**config.mk**
```make
export PLATFORM = sky130hd
export DESIGN_NAME = pe_dot_unit
export DESIGN_NICKNAME = d
export VERILOG_FILES = /design/src/pe_dot_cfg_pkg.sv /design/src/pe_dot_num_pkg.sv /design/src/pe_mult_lane.sv /design/src/pe_adder_tree.sv /design/src/pe_delay_line.sv /design/src/pe_dot_unit.sv
export SDC_FILE = /design/constraint.sdc
export NUM_CORES = 1
export LEC_CHECK = 0
export ABC_AREA = 0
export BUFFER_PORTS_ARGS = -buffer_cell sky130_fd_sc_hd__buf_2
export CAP_MARGIN = 10
export CORE_AREA = 5 5 316 318
export DETAILED_ROUTE_END_ITERATION = 10
export DIE_AREA = 0 0 321 323
export PLACE_DENSITY = 0.59
export SETUP_SLACK_MARGIN = 0.15
export SLEW_MARGIN = 20
export SYNTH_ARGS = -nofsm -noshare
export SYNTH_HDL_FRONTEND = slang
export SYNTH_SLANG_ARGS = --single-unit
```
**constraint.sdc**
```tcl
create_clock -name clock -period 2.3 [get_ports clock]
set_input_delay 0.115 -clock clock [delete_from_list [all_inputs] [get_ports clock]]
set_output_delay 0.115 -clock clock [all_outputs]
set_load 0.01 [all_outputs]
```
**src/pe_dot_cfg_pkg.sv**
```systemverilog
// ********************
// configuration record of one dot-product unit
// dot_size must be a power of two, at least 2
// dot_latency must cover lane plus adder tree latency
// widths count the sign bit of each word
// ********************

package pe_dot_cfg_pkg;

  // one record sizes the whole unit, passed down from the top
  typedef struct packed {
    // bits per feature word, sign on top
    int feature_width;
    // bits per filter word, sign on top
    int filter_width;
    // number of pairs per vector
    int dot_size;
    // cycles from sampled inputs to o_result
    int dot_latency;
  } pe_dot_cfg_t;

  // 8b x 8b words, 8 pairs, 8 cycles
  localparam pe_dot_cfg_t PE_DOT_CFG_DEFAULT = '{
    feature_width: 8,
    filter_width:  8,
    dot_size:      8,
    dot_latency:   8
  };

  // product of the two magnitudes, signs stripped
  function automatic int mag_width(pe_dot_cfg_t c);
    return c.feature_width + c.filter_width - 2;
  endfunction

  // sign conversion level plus one level per halving
  function automatic int tree_latency(pe_dot_cfg_t c);
    return $clog2(c.dot_size) + 1;
  endfunction

  // two's complement sum, one growth bit per adder level
  function automatic int result_width(pe_dot_cfg_t c);
    return mag_width(c) + 1 + $clog2(c.dot_size);
  endfunction

endpackage

```
**src/pe_dot_num_pkg.sv**
```systemverilog
// ********************
// sign-magnitude number format of the lanes
// products wider than MAX_MAG_WIDTH are not supported
// magnitudes are zero-extended into the struct
// ********************

package pe_dot_num_pkg;

  // widest product magnitude a lane can hand over
  localparam int MAX_MAG_WIDTH = 30;

  // register stages inside one multiplier lane
  localparam int MULT_LATENCY = 2;

  // lane product as it travels to the adder tree
  // sign is the xor of both word signs
  // magnitude holds mag_width(cfg) valid bits, upper bits zero
  typedef struct packed {
    logic                     sign;
    logic [MAX_MAG_WIDTH-1:0] magnitude;
  } sm_product_t;

  // reset value of a lane output, positive zero
  localparam sm_product_t SM_PRODUCT_ZERO = '{
    sign:      1'b0,
    magnitude: '0
  };

endpackage

```
**src/pe_mult_lane.sv**
```systemverilog
// ********************
// one sign-magnitude multiplier lane, two cycles
// no valid strobe, a product is produced every cycle
// magnitude limited to MAX_MAG_WIDTH bits
// ********************

`timescale 1ns/100ps

module pe_mult_lane #(
  parameter pe_dot_cfg_pkg::pe_dot_cfg_t cfg = pe_dot_cfg_pkg::PE_DOT_CFG_DEFAULT
) (
  input  logic                          clock,
  input  logic                          i_arst_n,
  input  logic [cfg.feature_width-1:0]  i_feature,
  input  logic [cfg.filter_width-1:0]   i_filter,
  output pe_dot_num_pkg::sm_product_t   o_product
);

  import pe_dot_cfg_pkg::*;
  import pe_dot_num_pkg::*;

  localparam int FEAT_MAG_W = cfg.feature_width - 1;
  localparam int FILT_MAG_W = cfg.filter_width - 1;
  localparam int MAG_W      = mag_width(cfg);

  logic [FEAT_MAG_W-1:0] feat_mag;
  logic [FILT_MAG_W-1:0] filt_mag;
  logic                  sign_in;
  logic [MAG_W-1:0]      mag_q;
  logic                  sign_q;

  // split words, sign is the top bit
  assign feat_mag = i_feature[FEAT_MAG_W-1:0];
  assign filt_mag = i_filter[FILT_MAG_W-1:0];
  assign sign_in  = i_feature[cfg.feature_width-1] ^ i_filter[cfg.filter_width-1];

  // stage one, unsigned magnitude product
  always_ff @(posedge clock or negedge i_arst_n) begin
    if (!i_arst_n) begin
      mag_q  <= '0;
      sign_q <= 1'b0;
    end else begin
      mag_q  <= MAG_W'(feat_mag) * MAG_W'(filt_mag);
      sign_q <= sign_in;
    end
  end

  // stage two, pack into the shared product struct
  always_ff @(posedge clock or negedge i_arst_n) begin
    if (!i_arst_n) begin
      o_product <= SM_PRODUCT_ZERO;
    end else begin
      o_product.sign      <= sign_q;
      // zero-extend to the struct width
      o_product.magnitude <= MAX_MAG_WIDTH'(mag_q);
    end
  end

  // top product bits would be lost in the struct
  a_mag_fits: assert property (@(posedge clock) MAG_W <= MAX_MAG_WIDTH)
    else $error("product magnitude %0d bits exceeds %0d", MAG_W, MAX_MAG_WIDTH);

endmodule

```
**src/pe_adder_tree.sv**
```systemverilog
// ********************
// registered adder tree over dot_size lane products
// dot_size must be a power of two, at least 2
// latency is tree_latency(cfg), one conversion level
// plus one level per halving, no overflow possible
// ********************

`timescale 1ns/100ps

module pe_adder_tree #(
  parameter pe_dot_cfg_pkg::pe_dot_cfg_t cfg = pe_dot_cfg_pkg::PE_DOT_CFG_DEFAULT
) (
  input  logic                                                clock,
  input  logic                                                i_arst_n,
  input  pe_dot_num_pkg::sm_product_t [cfg.dot_size-1:0]      i_products,
  output logic signed [pe_dot_cfg_pkg::result_width(cfg)-1:0] o_sum
);

  import pe_dot_cfg_pkg::*;

  localparam int MAG_W    = mag_width(cfg);
  localparam int LEVELS   = tree_latency(cfg) - 1;

  // level 0 holds the converted products, level LEVELS the root
  for (genvar l = 0; l <= LEVELS; l++) begin : gen_level
    // one extra bit per level keeps every sum exact
    localparam int LW    = MAG_W + 1 + l;
    localparam int NODES = cfg.dot_size >> l;

    logic signed [LW-1:0] sum_q [NODES];

    if (l == 0) begin : gen_conv
      // sign-magnitude to two's complement
      always_ff @(posedge clock or negedge i_arst_n) begin
        if (!i_arst_n) begin
          for (int j = 0; j < NODES; j++) begin
            sum_q[j] <= '0;
          end
        end else begin
          for (int j = 0; j < NODES; j++) begin
            // negating a zero magnitude gives zero, so -0 drops out here
            if (i_products[j].sign) begin
              sum_q[j] <= -$signed({1'b0, i_products[j].magnitude[MAG_W-1:0]});
            end else begin
              sum_q[j] <= $signed({1'b0, i_products[j].magnitude[MAG_W-1:0]});
            end
          end
        end
      end
    end else begin : gen_add
      // pairwise sums of the level below
      always_ff @(posedge clock or negedge i_arst_n) begin
        if (!i_arst_n) begin
          for (int j = 0; j < NODES; j++) begin
            sum_q[j] <= '0;
          end
        end else begin
          for (int j = 0; j < NODES; j++) begin
            sum_q[j] <= LW'(gen_level[l-1].sum_q[2*j]) +
                        LW'(gen_level[l-1].sum_q[2*j+1]);
          end
        end
      end
    end
  end

  // root is exactly result_width bits wide
  assign o_sum = gen_level[LEVELS].sum_q[0];

  // pairing needs a full binary tree
  a_dot_size_pow2: assert property (@(posedge clock)
    (cfg.dot_size >= 2) && ((cfg.dot_size & (cfg.dot_size - 1)) == 0))
    else $error("dot_size %0d is not a power of two >= 2", cfg.dot_size);

endmodule

```
**src/pe_delay_line.sv**
```systemverilog
// ********************
// shift register padding the result path
// depth of zero or less is a plain pass-through
// cleared by reset, no enable
// ********************

`timescale 1ns/100ps

module pe_delay_line #(
  parameter pe_dot_cfg_pkg::pe_dot_cfg_t cfg = pe_dot_cfg_pkg::PE_DOT_CFG_DEFAULT,
  parameter int width = pe_dot_cfg_pkg::result_width(cfg),
  parameter int depth = cfg.dot_latency - pe_dot_num_pkg::MULT_LATENCY -
                        pe_dot_cfg_pkg::tree_latency(cfg)
) (
  input  logic             clock,
  input  logic             i_arst_n,
  input  logic [width-1:0] i_data,
  output logic [width-1:0] o_data
);

  if (depth > 0) begin : gen_shift
    logic [width-1:0] stage_q [depth];

    always_ff @(posedge clock or negedge i_arst_n) begin
      if (!i_arst_n) begin
        for (int i = 0; i < depth; i++) begin
          stage_q[i] <= '0;
        end
      end else begin
        stage_q[0] <= i_data;
        // older entries move one step each cycle
        for (int i = 1; i < depth; i++) begin
          stage_q[i] <= stage_q[i-1];
        end
      end
    end

    assign o_data = stage_q[depth-1];
  end else begin : gen_bypass
    // lane and tree already use the whole budget
    assign o_data = i_data;
  end

endmodule

```
**src/pe_dot_unit.sv**
```systemverilog
// ********************
// sign-magnitude dot product, two's complement result
// one vector pair accepted per cycle, no handshake
// result valid exactly dot_latency cycles later
// dot_latency >= MULT_LATENCY + tree_latency(cfg)
// ********************

`timescale 1ns/100ps

module pe_dot_unit #(
  parameter pe_dot_cfg_pkg::pe_dot_cfg_t cfg = pe_dot_cfg_pkg::PE_DOT_CFG_DEFAULT
) (
  input  logic                                                clock,
  input  logic                                                i_arst_n,
  input  logic [cfg.dot_size-1:0][cfg.feature_width-1:0]      i_feature,
  input  logic [cfg.dot_size-1:0][cfg.filter_width-1:0]       i_filter,
  output logic signed [pe_dot_cfg_pkg::result_width(cfg)-1:0] o_result
);

  import pe_dot_cfg_pkg::*;
  import pe_dot_num_pkg::*;

  localparam int RESULT_W  = result_width(cfg);
  // whatever the lanes and tree leave of the budget
  localparam int PAD_DEPTH = cfg.dot_latency - MULT_LATENCY - tree_latency(cfg);

  sm_product_t [cfg.dot_size-1:0] products;
  logic signed [RESULT_W-1:0]     tree_sum;

  // lane k takes word k of each vector
  for (genvar k = 0; k < cfg.dot_size; k++) begin : gen_lane
    pe_mult_lane #(
      .cfg(cfg)
    ) i_pe_mult_lane (
      .clock    (clock),
      .i_arst_n (i_arst_n),
      .i_feature(i_feature[k]),
      .i_filter (i_filter[k]),
      .o_product(products[k])
    );
  end

  // sums all lanes in registered levels
  pe_adder_tree #(
    .cfg(cfg)
  ) i_pe_adder_tree (
    .clock     (clock),
    .i_arst_n  (i_arst_n),
    .i_products(products),
    .o_sum     (tree_sum)
  );

  // pads to the configured total latency
  pe_delay_line #(
    .cfg  (cfg),
    .width(RESULT_W),
    .depth(PAD_DEPTH)
  ) i_pe_delay_line (
    .clock   (clock),
    .i_arst_n(i_arst_n),
    .i_data  (tree_sum),
    .o_data  (o_result)
  );

  // budget too small would need a negative delay
  a_latency_budget: assert property (@(posedge clock)
    cfg.dot_latency >= MULT_LATENCY + tree_latency(cfg))
    else $error("dot_latency %0d below lane plus tree latency %0d",
                cfg.dot_latency, MULT_LATENCY + tree_latency(cfg));

endmodule

```
Word-level counts from Yosys, hierarchy flattened. Cells that the tools add are included.

Output and inout bits: 18. Register bits after elaboration: 512. Word-level logic and storage cells: 88. Bits of input ports: 130.

$mul: 8. Bitwise logic cells: 8. Add/subtract/negate cells: 15. Muxes and demuxes: 8.

Operator list (number): $mux W15 (8); $neg A14 Y15 (8); $mul A7 B7 Y14 (8); $add A15 B15 Y16 (4); $add A16 B16 Y17 (2); $add A17 B17 Y18 (1); $xor A1 B1 Y1 (8).

Logic depth before layout (Yosys ltp). Gate-level depths: netlist (run 1).

Word-level depth: 2. Depth in mapped cells: 16. Gate-level depth less buffers: 16.

Hierarchy. A second synthesis (run 1) with hierarchy kept.

Cell total of the unflattened synthesis: 3033. Area total of the unflattened synthesis: 33180.6 µm².

By module, submodules not included: pe_mult_lane at gen_lane[1].i_pe_mult_lane ... (times used 7, cells an instance 220, seq. area each 750.7 µm², area an instance 2389.8 µm²); pe_adder_tree (times used 1, cells an instance 1216, seq. area each 5905.7 µm², area an instance 12992.5 µm²); pe_mult_lane at gen_lane[0].i_pe_mult_lane (times used 1, cells an instance 223, seq. area each 750.7 µm², area an instance 2423.6 µm²); pe_delay_line (times used 1, cells an instance 54, seq. area each 900.9 µm², area an instance 1036.0 µm²).

Least setup slack after synthesis (run 1). OpenSTA, ideal clock, no wires.

Path type: input -> register. From: input i_feature[53] in the netlist's numbering. To: register gen_lane[6].i_pe_mult_lane.mag_q[12]. Cell stages on the path: 15. Required time: 2.220 ns. Arrival: 3.859 ns. Path slack: -1.639 ns. Library setup time: 0.080 ns. Cell sequence: and2_1 -> fa_1 -> inv_1 -> fa_1 -> inv_1 -> fa_1 -> inv_1 -> fa_1 -> inv_1 -> ha_1 -> o21a_1 -> a2111oi_0 -> o31ai_1 -> a21oi_1 -> xnor2_1.

Word-level cells in the longest chain between the ends: 1.

RTL lines: start, declared (line pe_dot_unit.sv:15) `input logic [cfg.dot_size-1:0][cfg.feature_width-1:0] i_feature,`; $mul A7 B7 Y14 (line pe_mult_lane.sv:43) `mag_q <= MAG_W'(feat_mag) * MAG_W'(filt_mag);`; end signal, assigned (line pe_mult_lane.sv:43); end, declared (line pe_mult_lane.sv:29) `logic [MAG_W-1:0] mag_q;`.

Every way passes these cells.

Worst setup path in the final report (run 1).
From: input i_feature[53] in the netlist's numbering. To: register gen_lane[6].i_pe_mult_lane.mag_q[13].

The elaborated chain is that of the path after synthesis.

==> results of run 1 <==
==> flip-flops by register name (all words and copies together) (netlist names) <==
name,cells
gen_lane.i_pe_mult_lane.mag_q,112
gen_lane.i_pe_mult_lane.o_product,120
gen_lane.i_pe_mult_lane.sign_q,8
i_pe_adder_tree.gen_level.sum_q,218
i_pe_adder_tree.o_sum,18
i_pe_delay_line.gen_shift.stage_q,18
i_pe_delay_line.o_data,18
==> power by group through the flow <==
stage,Sequential [mW],Clock (mW),Combinational [mW]
floorplan,14.3,0,18.6
detailed placement,15.1,0,25.3
finish,15.0,9.45,29.5
global route,15.4,10.1,32.9
CTS,15.0,9.79,27.4
global placement,15.1,0,25.0
==> metrics by stage <==
step,instance area (µm²),setup WS [ns],TNS (ns)
final,42880,-1.002,-45.59
after global routing,42880,-1.115,-51.61
after CTS,41580,-0.9404,-40.79
after detailed placement,38000,-1.619,-93.47
after global placement,38000,-1.583,-91.48
after floorplan,33150,-1.367,-65.32
==> worst min path at each step <==
stage | start | endpoint | slack [ns] | cells after the start
floorplan | i_arst_n | gen_lane[0].i_pe_mult_lane.mag_q[0] | -0.18 | 0
global placement | i_arst_n | gen_lane[0].i_pe_mult_lane.mag_q[3] | 0.18 | 1
detailed placement | i_arst_n | gen_lane[0].i_pe_mult_lane.mag_q[3] | 0.17 | 1
CTS | i_feature[17] | gen_lane[2].i_pe_mult_lane.mag_q[1] | 0.001 | 4
global route | i_feature[0] | gen_lane[0].i_pe_mult_lane.mag_q[1] | 0.02 | 4
finish | i_filter[17] | gen_lane[2].i_pe_mult_lane.mag_q[1] | 0.03 | 4
==> cell families (layout without fill, tap and decap cells) <==
kind of cell	Yosys count	after routing	share of synthesized area
compound gates	472	472	0.09575
mux	1	1	0.0003074
buf+inv	294	959	0.03666
simple gates	882	882	0.1396
fa+ha+maj	572	572	0.2657
flops	512	512	0.3935
xor+xnor	255	255	0.06859
==> synth_stat cells (3+ instances only) <==
master / n
o211ai_1: 14
nand2_1: 240
o31ai_1: 43
a41oi_1: 4
nand4b_1: 7
nor4_1: 5
o21a_1: 33
or3_1: 29
clkbuf_1: 18
a2111oi_0: 11
ha_1: 373
inv_1: 255
dfrtp_1: 512
buf_6: 3
and3_1: 12
a31oi_1: 11
nand3b_1: 9
a211oi_1: 19
nor2b_1: 16
or2_2: 10
nor2_1: 120
a21o_1: 28
o21bai_1: 16
a31o_2: 4
a211o_1: 7
o21ai_1: 13
o31a_1: 16
o21ai_0: 85
o2111ai_1: 5
o22ai_1: 5
o311ai_0: 4
buf_4: 18
nor3_1: 57
xor2_1: 54
a21oi_1: 124
and2_1: 289
nand4_1: 7
xnor2_1: 201
nand2b_1: 30
nand3_1: 42
fa_1: 199
==> worst max-delay path: stages <==
cell and delay (ns):
buf_6 0.09, and2_4 0.15, fa_1 0.54, inv_2 0.04, fa_1 0.52, inv_1 0.05, fa_1 0.50, inv_2 0.04
fa_1 0.49, inv_2 0.05, ha_4 0.27, nand3_2 0.07, o211ai_1 0.33, o2111ai_4 0.15, o21ai_1 0.14, a21oi_1 0.09
xnor2_1 0.13
==> layer usage <==
layer | up-vias | part of all wire | global-route usage
met2 | 247 | 0.47 | 0.2069
met5 | - | 0 | 0
met1 | 11210 | 0.48 | 0.1810
met4 | 0 | 0.017 | 0.02721
li1 | 11310 | - | -
met3 | 80 | 0.027 | 0.01477
==> final cells by class <==
type                       count  area (µm²)  share of cell area
clock inverter                36       546.8             0.01275
sequential                   512       12810              0.2988
timing repair buffer         607        4980              0.1161
multi-input combinational   2182       20560              0.4794
inverter                     255       962.2             0.02244
clock buffer                  61        1426             0.03326
tap                         1276        1597             0.03723
==> timing repair <==
| item | CTS | global route |
|---|---|---|
| hold buffers | 37 | 0 |
| buffers inserted | 32 | 38 |
| endpoints found under the hold margin | 105 | 0 |
| gates resized for setup | 256 | 211 |
| pin swaps | 144 | 183 |
| setup endpoints to repair | 98 | 117 |
==> results by group, run 1 <==
Status
  – Status: complete, but fails checks
  – Failing checks: setup timing

Synthesis
  – Seq/Total Area, Yosys: 0.3935
  – Avg Inst Size Synth: ~11 µm²
  – Main synth FF type: dfrtp_1
  – Yosys warning total: 0
  – Syn nets: ~3700
  – Post-Syn Area: 32560 µm²
  – Unique masters post-synth: around 70
  – Cell count after synthesis: 2988
  – Share of the synthesized area in the top cell type: 0.3935
  – Synth area leader: dfrtp_1
  – Ys async rst share: 1.000
  – Synthesis-stage register bit count: 512
  – Post-synth EDFFs: 0
  – Top post-synthesis cells by area: dfrtp_1 39%, ha_1 14%, fa_1 12%

Die
  – Cell row count: approximately 110
  – Starting Density: 0.3382
  – Die Area: ~100000 µm²
  – Placeable Area: roughly 96000 µm²
  – Width of the chip: approximately 320 µm
  – I/O Pins: approximately 150
  – Die height: between 300 and 400 µm

Placement
  – Gpl congestion: approximately 0.84
  – Hpwl dp: 50.69 mm
  – Input/output buffers: 147
  – Placed insts: roughly 4700

Power and ir drop
  – Internal: between 30 and 40 mW
  – Net Sw Frac: 0.3745
  – Pwr dens: 1259 nW/µm²
  – Seq pwr share: 0.278
  – Maximum VDD drop: between 700 and 800 µV
  – Clock power share: 0.175
  – Leak: 20.17 nW
  – Net switching power: between 20 and 25 mW
  – Pwr Total: 54.00 mW
  – Comb pwr share: 0.547

Global routing
  – Gr usage total: 0.1260
  – First-pass GRT wire length: between 100 and 150 mm
  – Vias in the first global route: between 20000 and 25000
  – Overflow after GRT: 0
  – Pin count of the biggest net entering global routing: 76
  – Initial antenna violation count: 0

Drt
  – Antenna-violating nets left: 0
  – Routed vias/inst: between 4 and 5
  – Vias post-DR: ~23000
  – DR WL/cell: about 13 µm
  – Final WL: 66.31 mm
  – 1st-iter DRT viols: 860
  – DR DRC count: 0
  – Drt first pass iters: 7

CTS
  – CTS Buffer Depth: 3
  – Num CTS Buffers: between 50 and 60
  – TritonCTS clock tree: yes
  – Clock transition at path regs: 0.06 ns
  – H-tree depth: 2
  – Clock Latency Late Sink: 0.59 ns
  – Clock sinks: ~510
  – Clock Tree Root: clkbuf_16

STA
  – Final WS setup: -1.002 ns
  – Period minus WS final: ~3.3 ns
  – Slew @ Worst Pin: 0.6889 ns
  – Final hold slack: approximately 0.025 ns
  – Fmax: 302.8 MHz
  – Post-route clock period utilization: 1.436
  – Final setup vio count: 71
  – Final Hold Viols: 0
  – Final Slew Violations: 0
  – Worst Skew: ~0.02 ns
  – RSZ-0062 raised after global routing: true
  – Rel. slew slack: 0.5407

Cells and area
  – Final Instance Count excl. Fillers: 4929
  – Diodes inserted: 0
  – Most common cell after layout, fill and taps aside: dfrtp_1
  – Commonest cells after routing, fill and taps aside: 511 x dfrtp_1, 331 x buf_4, 310 x ha_1
  – Area Overhead vs Synth: 31.69%
  – # fillers: approximately 8900
  – Nets: between 4000 and 5000
  – Fin util: 0.4454
  – Layout cells sized above 1: 0.2842

Flow run
  – Max_cap viols: 0

Critical path
  – Reg-to-Reg End: i_pe_adder_tree.gen_level[2].sum_q[27]
  – Crit path max fanout: 3
  – Worst reg2reg path depth: 9
  – Req. time, crit path: 2.77 ns
  – Setup crit end: gen_lane[6].i_pe_mult_lane.mag_q[13]
  – Kind of critical path: in2reg
  – Reg2reg start: i_pe_adder_tree.gen_level[1].sum_q[32]
  – R2r setup slk: 0.05 ns
  – Worst setup startpoint: i_feature[53]
  – CP Capture Type: register
  – Startpoint Class: primary input
  – CP arrival: between 3 and 4 ns

Min path
  – Worst hold path type: in2reg
(Power assumes the default switching activity.)
==> inputs of run 2 (changes only) <==
==> constraint.sdc (replaced) <==
create_clock -name clock -period 2.3 [get_ports clock]
set_input_delay 0.46 -clock clock [delete_from_list [all_inputs] [get_ports clock]]
set_output_delay 0.46 -clock clock [all_outputs]
set_load 0.01 [all_outputs]
==> results by group, run 2 (same netlist as run 1, synthesis figures left out) <==
Die
  – Placeable Area: 96280 µm² (unchanged)
  – I/O Pins: 148 (unchanged)
  – Width of the chip: 321 µm (unchanged)
  – Die Area: 103700 µm² (unchanged)
  – Cell row count: 114 (unchanged)
  – Starting Density: 0.3382 (unchanged)
  – Die height: 323 µm (unchanged)

Critical path
  – CP arrival: 4.12 ns (+0.35 ns)
  – Crit path max fanout: 3 (unchanged)
  – Startpoint Class: primary input
  – Worst setup startpoint: i_feature[53]
  – Reg2reg start: i_pe_adder_tree.gen_level[0].sum_q[2]
  – Req. time, crit path: 2.81 ns (+0.04 ns)
  – CP Capture Type: register
  – Kind of critical path: in2reg

Power and ir drop
  – Maximum VDD drop: 748.3 µV (+0.17%)
  – Pwr Total: 53.64 mW (-0.66%)
  – Pwr dens: 1255 nW/µm² (-0.36%)
  – Leak: 19.97 nW (-0.99%)

Cells and area
  – Max reg flops: 218 (unchanged)
  – Commonest cells after routing, fill and taps aside: 510 x dfrtp_1, 313 x buf_4, 290 x ha_1
  – Area Overhead vs Synth: 31.30%
  – Diodes inserted: 0 (unchanged)
  – Final Instance Count excl. Fillers: 4893 (-0.73%)
  – Fin util: 0.4441 (-0.001338)
  – # fillers: 8916 (+0.045%)
  – Top flop regs: i_pe_adder_tree.gen_level.sum_q: 218 flops, gen_lane.i_pe_mult_lane.o_product: 120 flops, gen_lane.i_pe_mult_lane.mag_q: 112 flops
  – Reg with most FFs: i_pe_adder_tree.gen_level.sum_q
  – Finished Cell Area: 42750 µm² (-0.30%)
  – Most common cell after layout, fill and taps aside: dfrtp_1
  – Nets: 4276 (-0.86%)
  – Layout cells sized above 1: 0.2939 (+0.009740)

Status
  – Failing checks: setup timing
  – Status: complete, but fails checks

Drt
  – DR WL/cell: 13.50 µm (+0.34%)
  – Routed vias/inst: 4.608 (-0.63%)
  – DR DRC count: 0 (unchanged)
  – Vias post-DR: 22550 (-1.4%)
  – Drt first pass iters: 5 (-2)
  – Antenna-violating nets left: 0 (unchanged)
  – Final WL: 66.05 mm (-0.39%)
  – 1st-iter DRT viols: 1001 (+16%)

STA
  – Final TNS setup: -71.33 ns (-25.74 ns)
  – Slew @ Worst Pin: 0.5386 ns (-0.1503 ns)
  – Post-route clock period utilization: 1.572 (+0.1363)
  – Final setup vio count: 80 (+13%)
  – Period minus WS final: 3.616 ns (+0.3134 ns)
  – Final WS setup: -1.316 ns (-0.3134 ns)
  – Final Slew Violations: 0 (unchanged)
  – Rel. slew slack: 0.6317 (+0.09093)
  – RSZ-0062 raised after global routing: true
  – Worst Skew: 0.02132 ns (+0.0009151 ns)
  – Fmax: 276.6 MHz (-8.7%)
  – Final Hold Viols: 0 (unchanged)

Placement
  – Input/output buffers: 147 (unchanged)
  – Placed insts: 4719 (-0.13%)
  – Hpwl dp: 50.91 mm (+0.44%)
  – Gpl congestion: 0.8244 (-2.2%)
  – DP Area: 38170 µm² (+0.45%)

CTS
  – Clock transition at path regs: 0.06 ns (about the same)
  – CTS Buffer Depth: 3 (unchanged)
  – H-tree depth: 2 (unchanged)
  – Clock sinks: 512 (unchanged)
  – Clock Latency Late Sink: 0.59 ns (about the same)
  – Num CTS Buffers: 53 (unchanged)
  – Clock Tree Root: clkbuf_16
  – TritonCTS clock tree: yes

Global routing
  – First-pass GRT wire length: 112.3 mm (+0.11%)
  – Overflow after GRT: 0 (unchanged)
  – Vias in the first global route: 23510 (+0.13%)
  – Gr usage total: 0.1265 (+0.0004812)
  – Pin count of the biggest net entering global routing: 73 (-3.9%)
  – Initial antenna violation count: 0 (unchanged)

Flow run
  – Max_cap viols: 0 (unchanged)

Min path
  – Worst hold path type: in2reg
  – Hold_sp: i_feature[47]
run 2: changes by cell type in the layout (fill, tap and decap cells not counted), moves of 15 or more:
cell,delta
ha_4,+21
dlygate4sd3_1,-36
and2_1,-15
and2_4,+15
ha_1,-20
buf_6,+17
buf_4,-18
run 2: where the power goes:
part           internal, mW  total (mW)  switching [mW]
sequential             13.0        15.0            2.01
clock                  5.61        9.05            3.44
combinational          15.0        29.6            14.5
run 2: through the flow:
stage | worst slack [ns] | hold slack (ns)
6_report | -1.316 | 0.08873
5_1_grt | -1.458 | 0.06870
4_1_cts | -1.273 | 0.05696
3_5_place_dp | -1.943 | 0.3347
3_3_place_gp | -1.921 | 0.3330
2_1_floorplan | -1.712 | 0.1644
run 2: per-layer routing:
layer / GRT usage / wire (µm) / up-vias
li1: - / - / 11230
met1: 0.1794 / 31620 / 10990
met2: 0.2113 / 31500 / 252
met3: 0.01464 / 1965 / 69
met4: 0.02586 / 962 / 0
met5: 0 / 0 / -
run 2: worst paths after layout:
path                                                                 end  slack (ns)  depth (start not counted)
min in group asynchronous           gen_lane[5].i_pe_mult_lane.mag_q[13]        0.41                          2
worst min-delay path                   gen_lane[5].i_pe_mult_lane.sign_q        0.09                          2
worst max register to register    i_pe_adder_tree.gen_level[1].sum_q[12]        0.09                          8
worst min register to register  gen_lane[4].i_pe_mult_lane.o_product[30]        0.33                          0
worst max-delay path                gen_lane[6].i_pe_mult_lane.mag_q[11]       -1.32                         19
max in group asynchronous                     i_pe_delay_line.o_data[12]        1.11                          3
run 2: critical path: stages:
cell and delay, ns:
buf_6 0.09, and2_4 0.15, fa_1 0.55, inv_2 0.04
fa_1 0.53, inv_1 0.05, fa_1 0.48, inv_1 0.05
fa_1 0.49, inv_2 0.05, ha_4 0.23, buf_6 0.12
nand3_2 0.06, o211ai_1 0.08, buf_4 0.16, o2111ai_4 0.19
nand2b_1 0.10, a21oi_2 0.15, xnor2_1 0.12
run 2: final cells by class:
type	count	area (µm²)	share of cell area
clock buffers	71	1546	0.03617
repair buffers	570	4691	0.1097
clock inverters	27	354.1	0.008282
inverters	255	967.2	0.02262
multi-input cells	2182	20780	0.4861
flip-flops and latches	512	12810	0.2997
well taps	1276	1597	0.03734
run 2: repair_timing:
| action | CTS | global route |
|---|---|---|
| setup buffers | 44 | 31 |
| gates resized for setup | 288 | 204 |
| endpoints found under the hold margin | 39 | 0 |
| hold buffers | 1 | 0 |
| endpoints found under the setup margin | 101 | 119 |
| pin swaps | 183 | 172 |
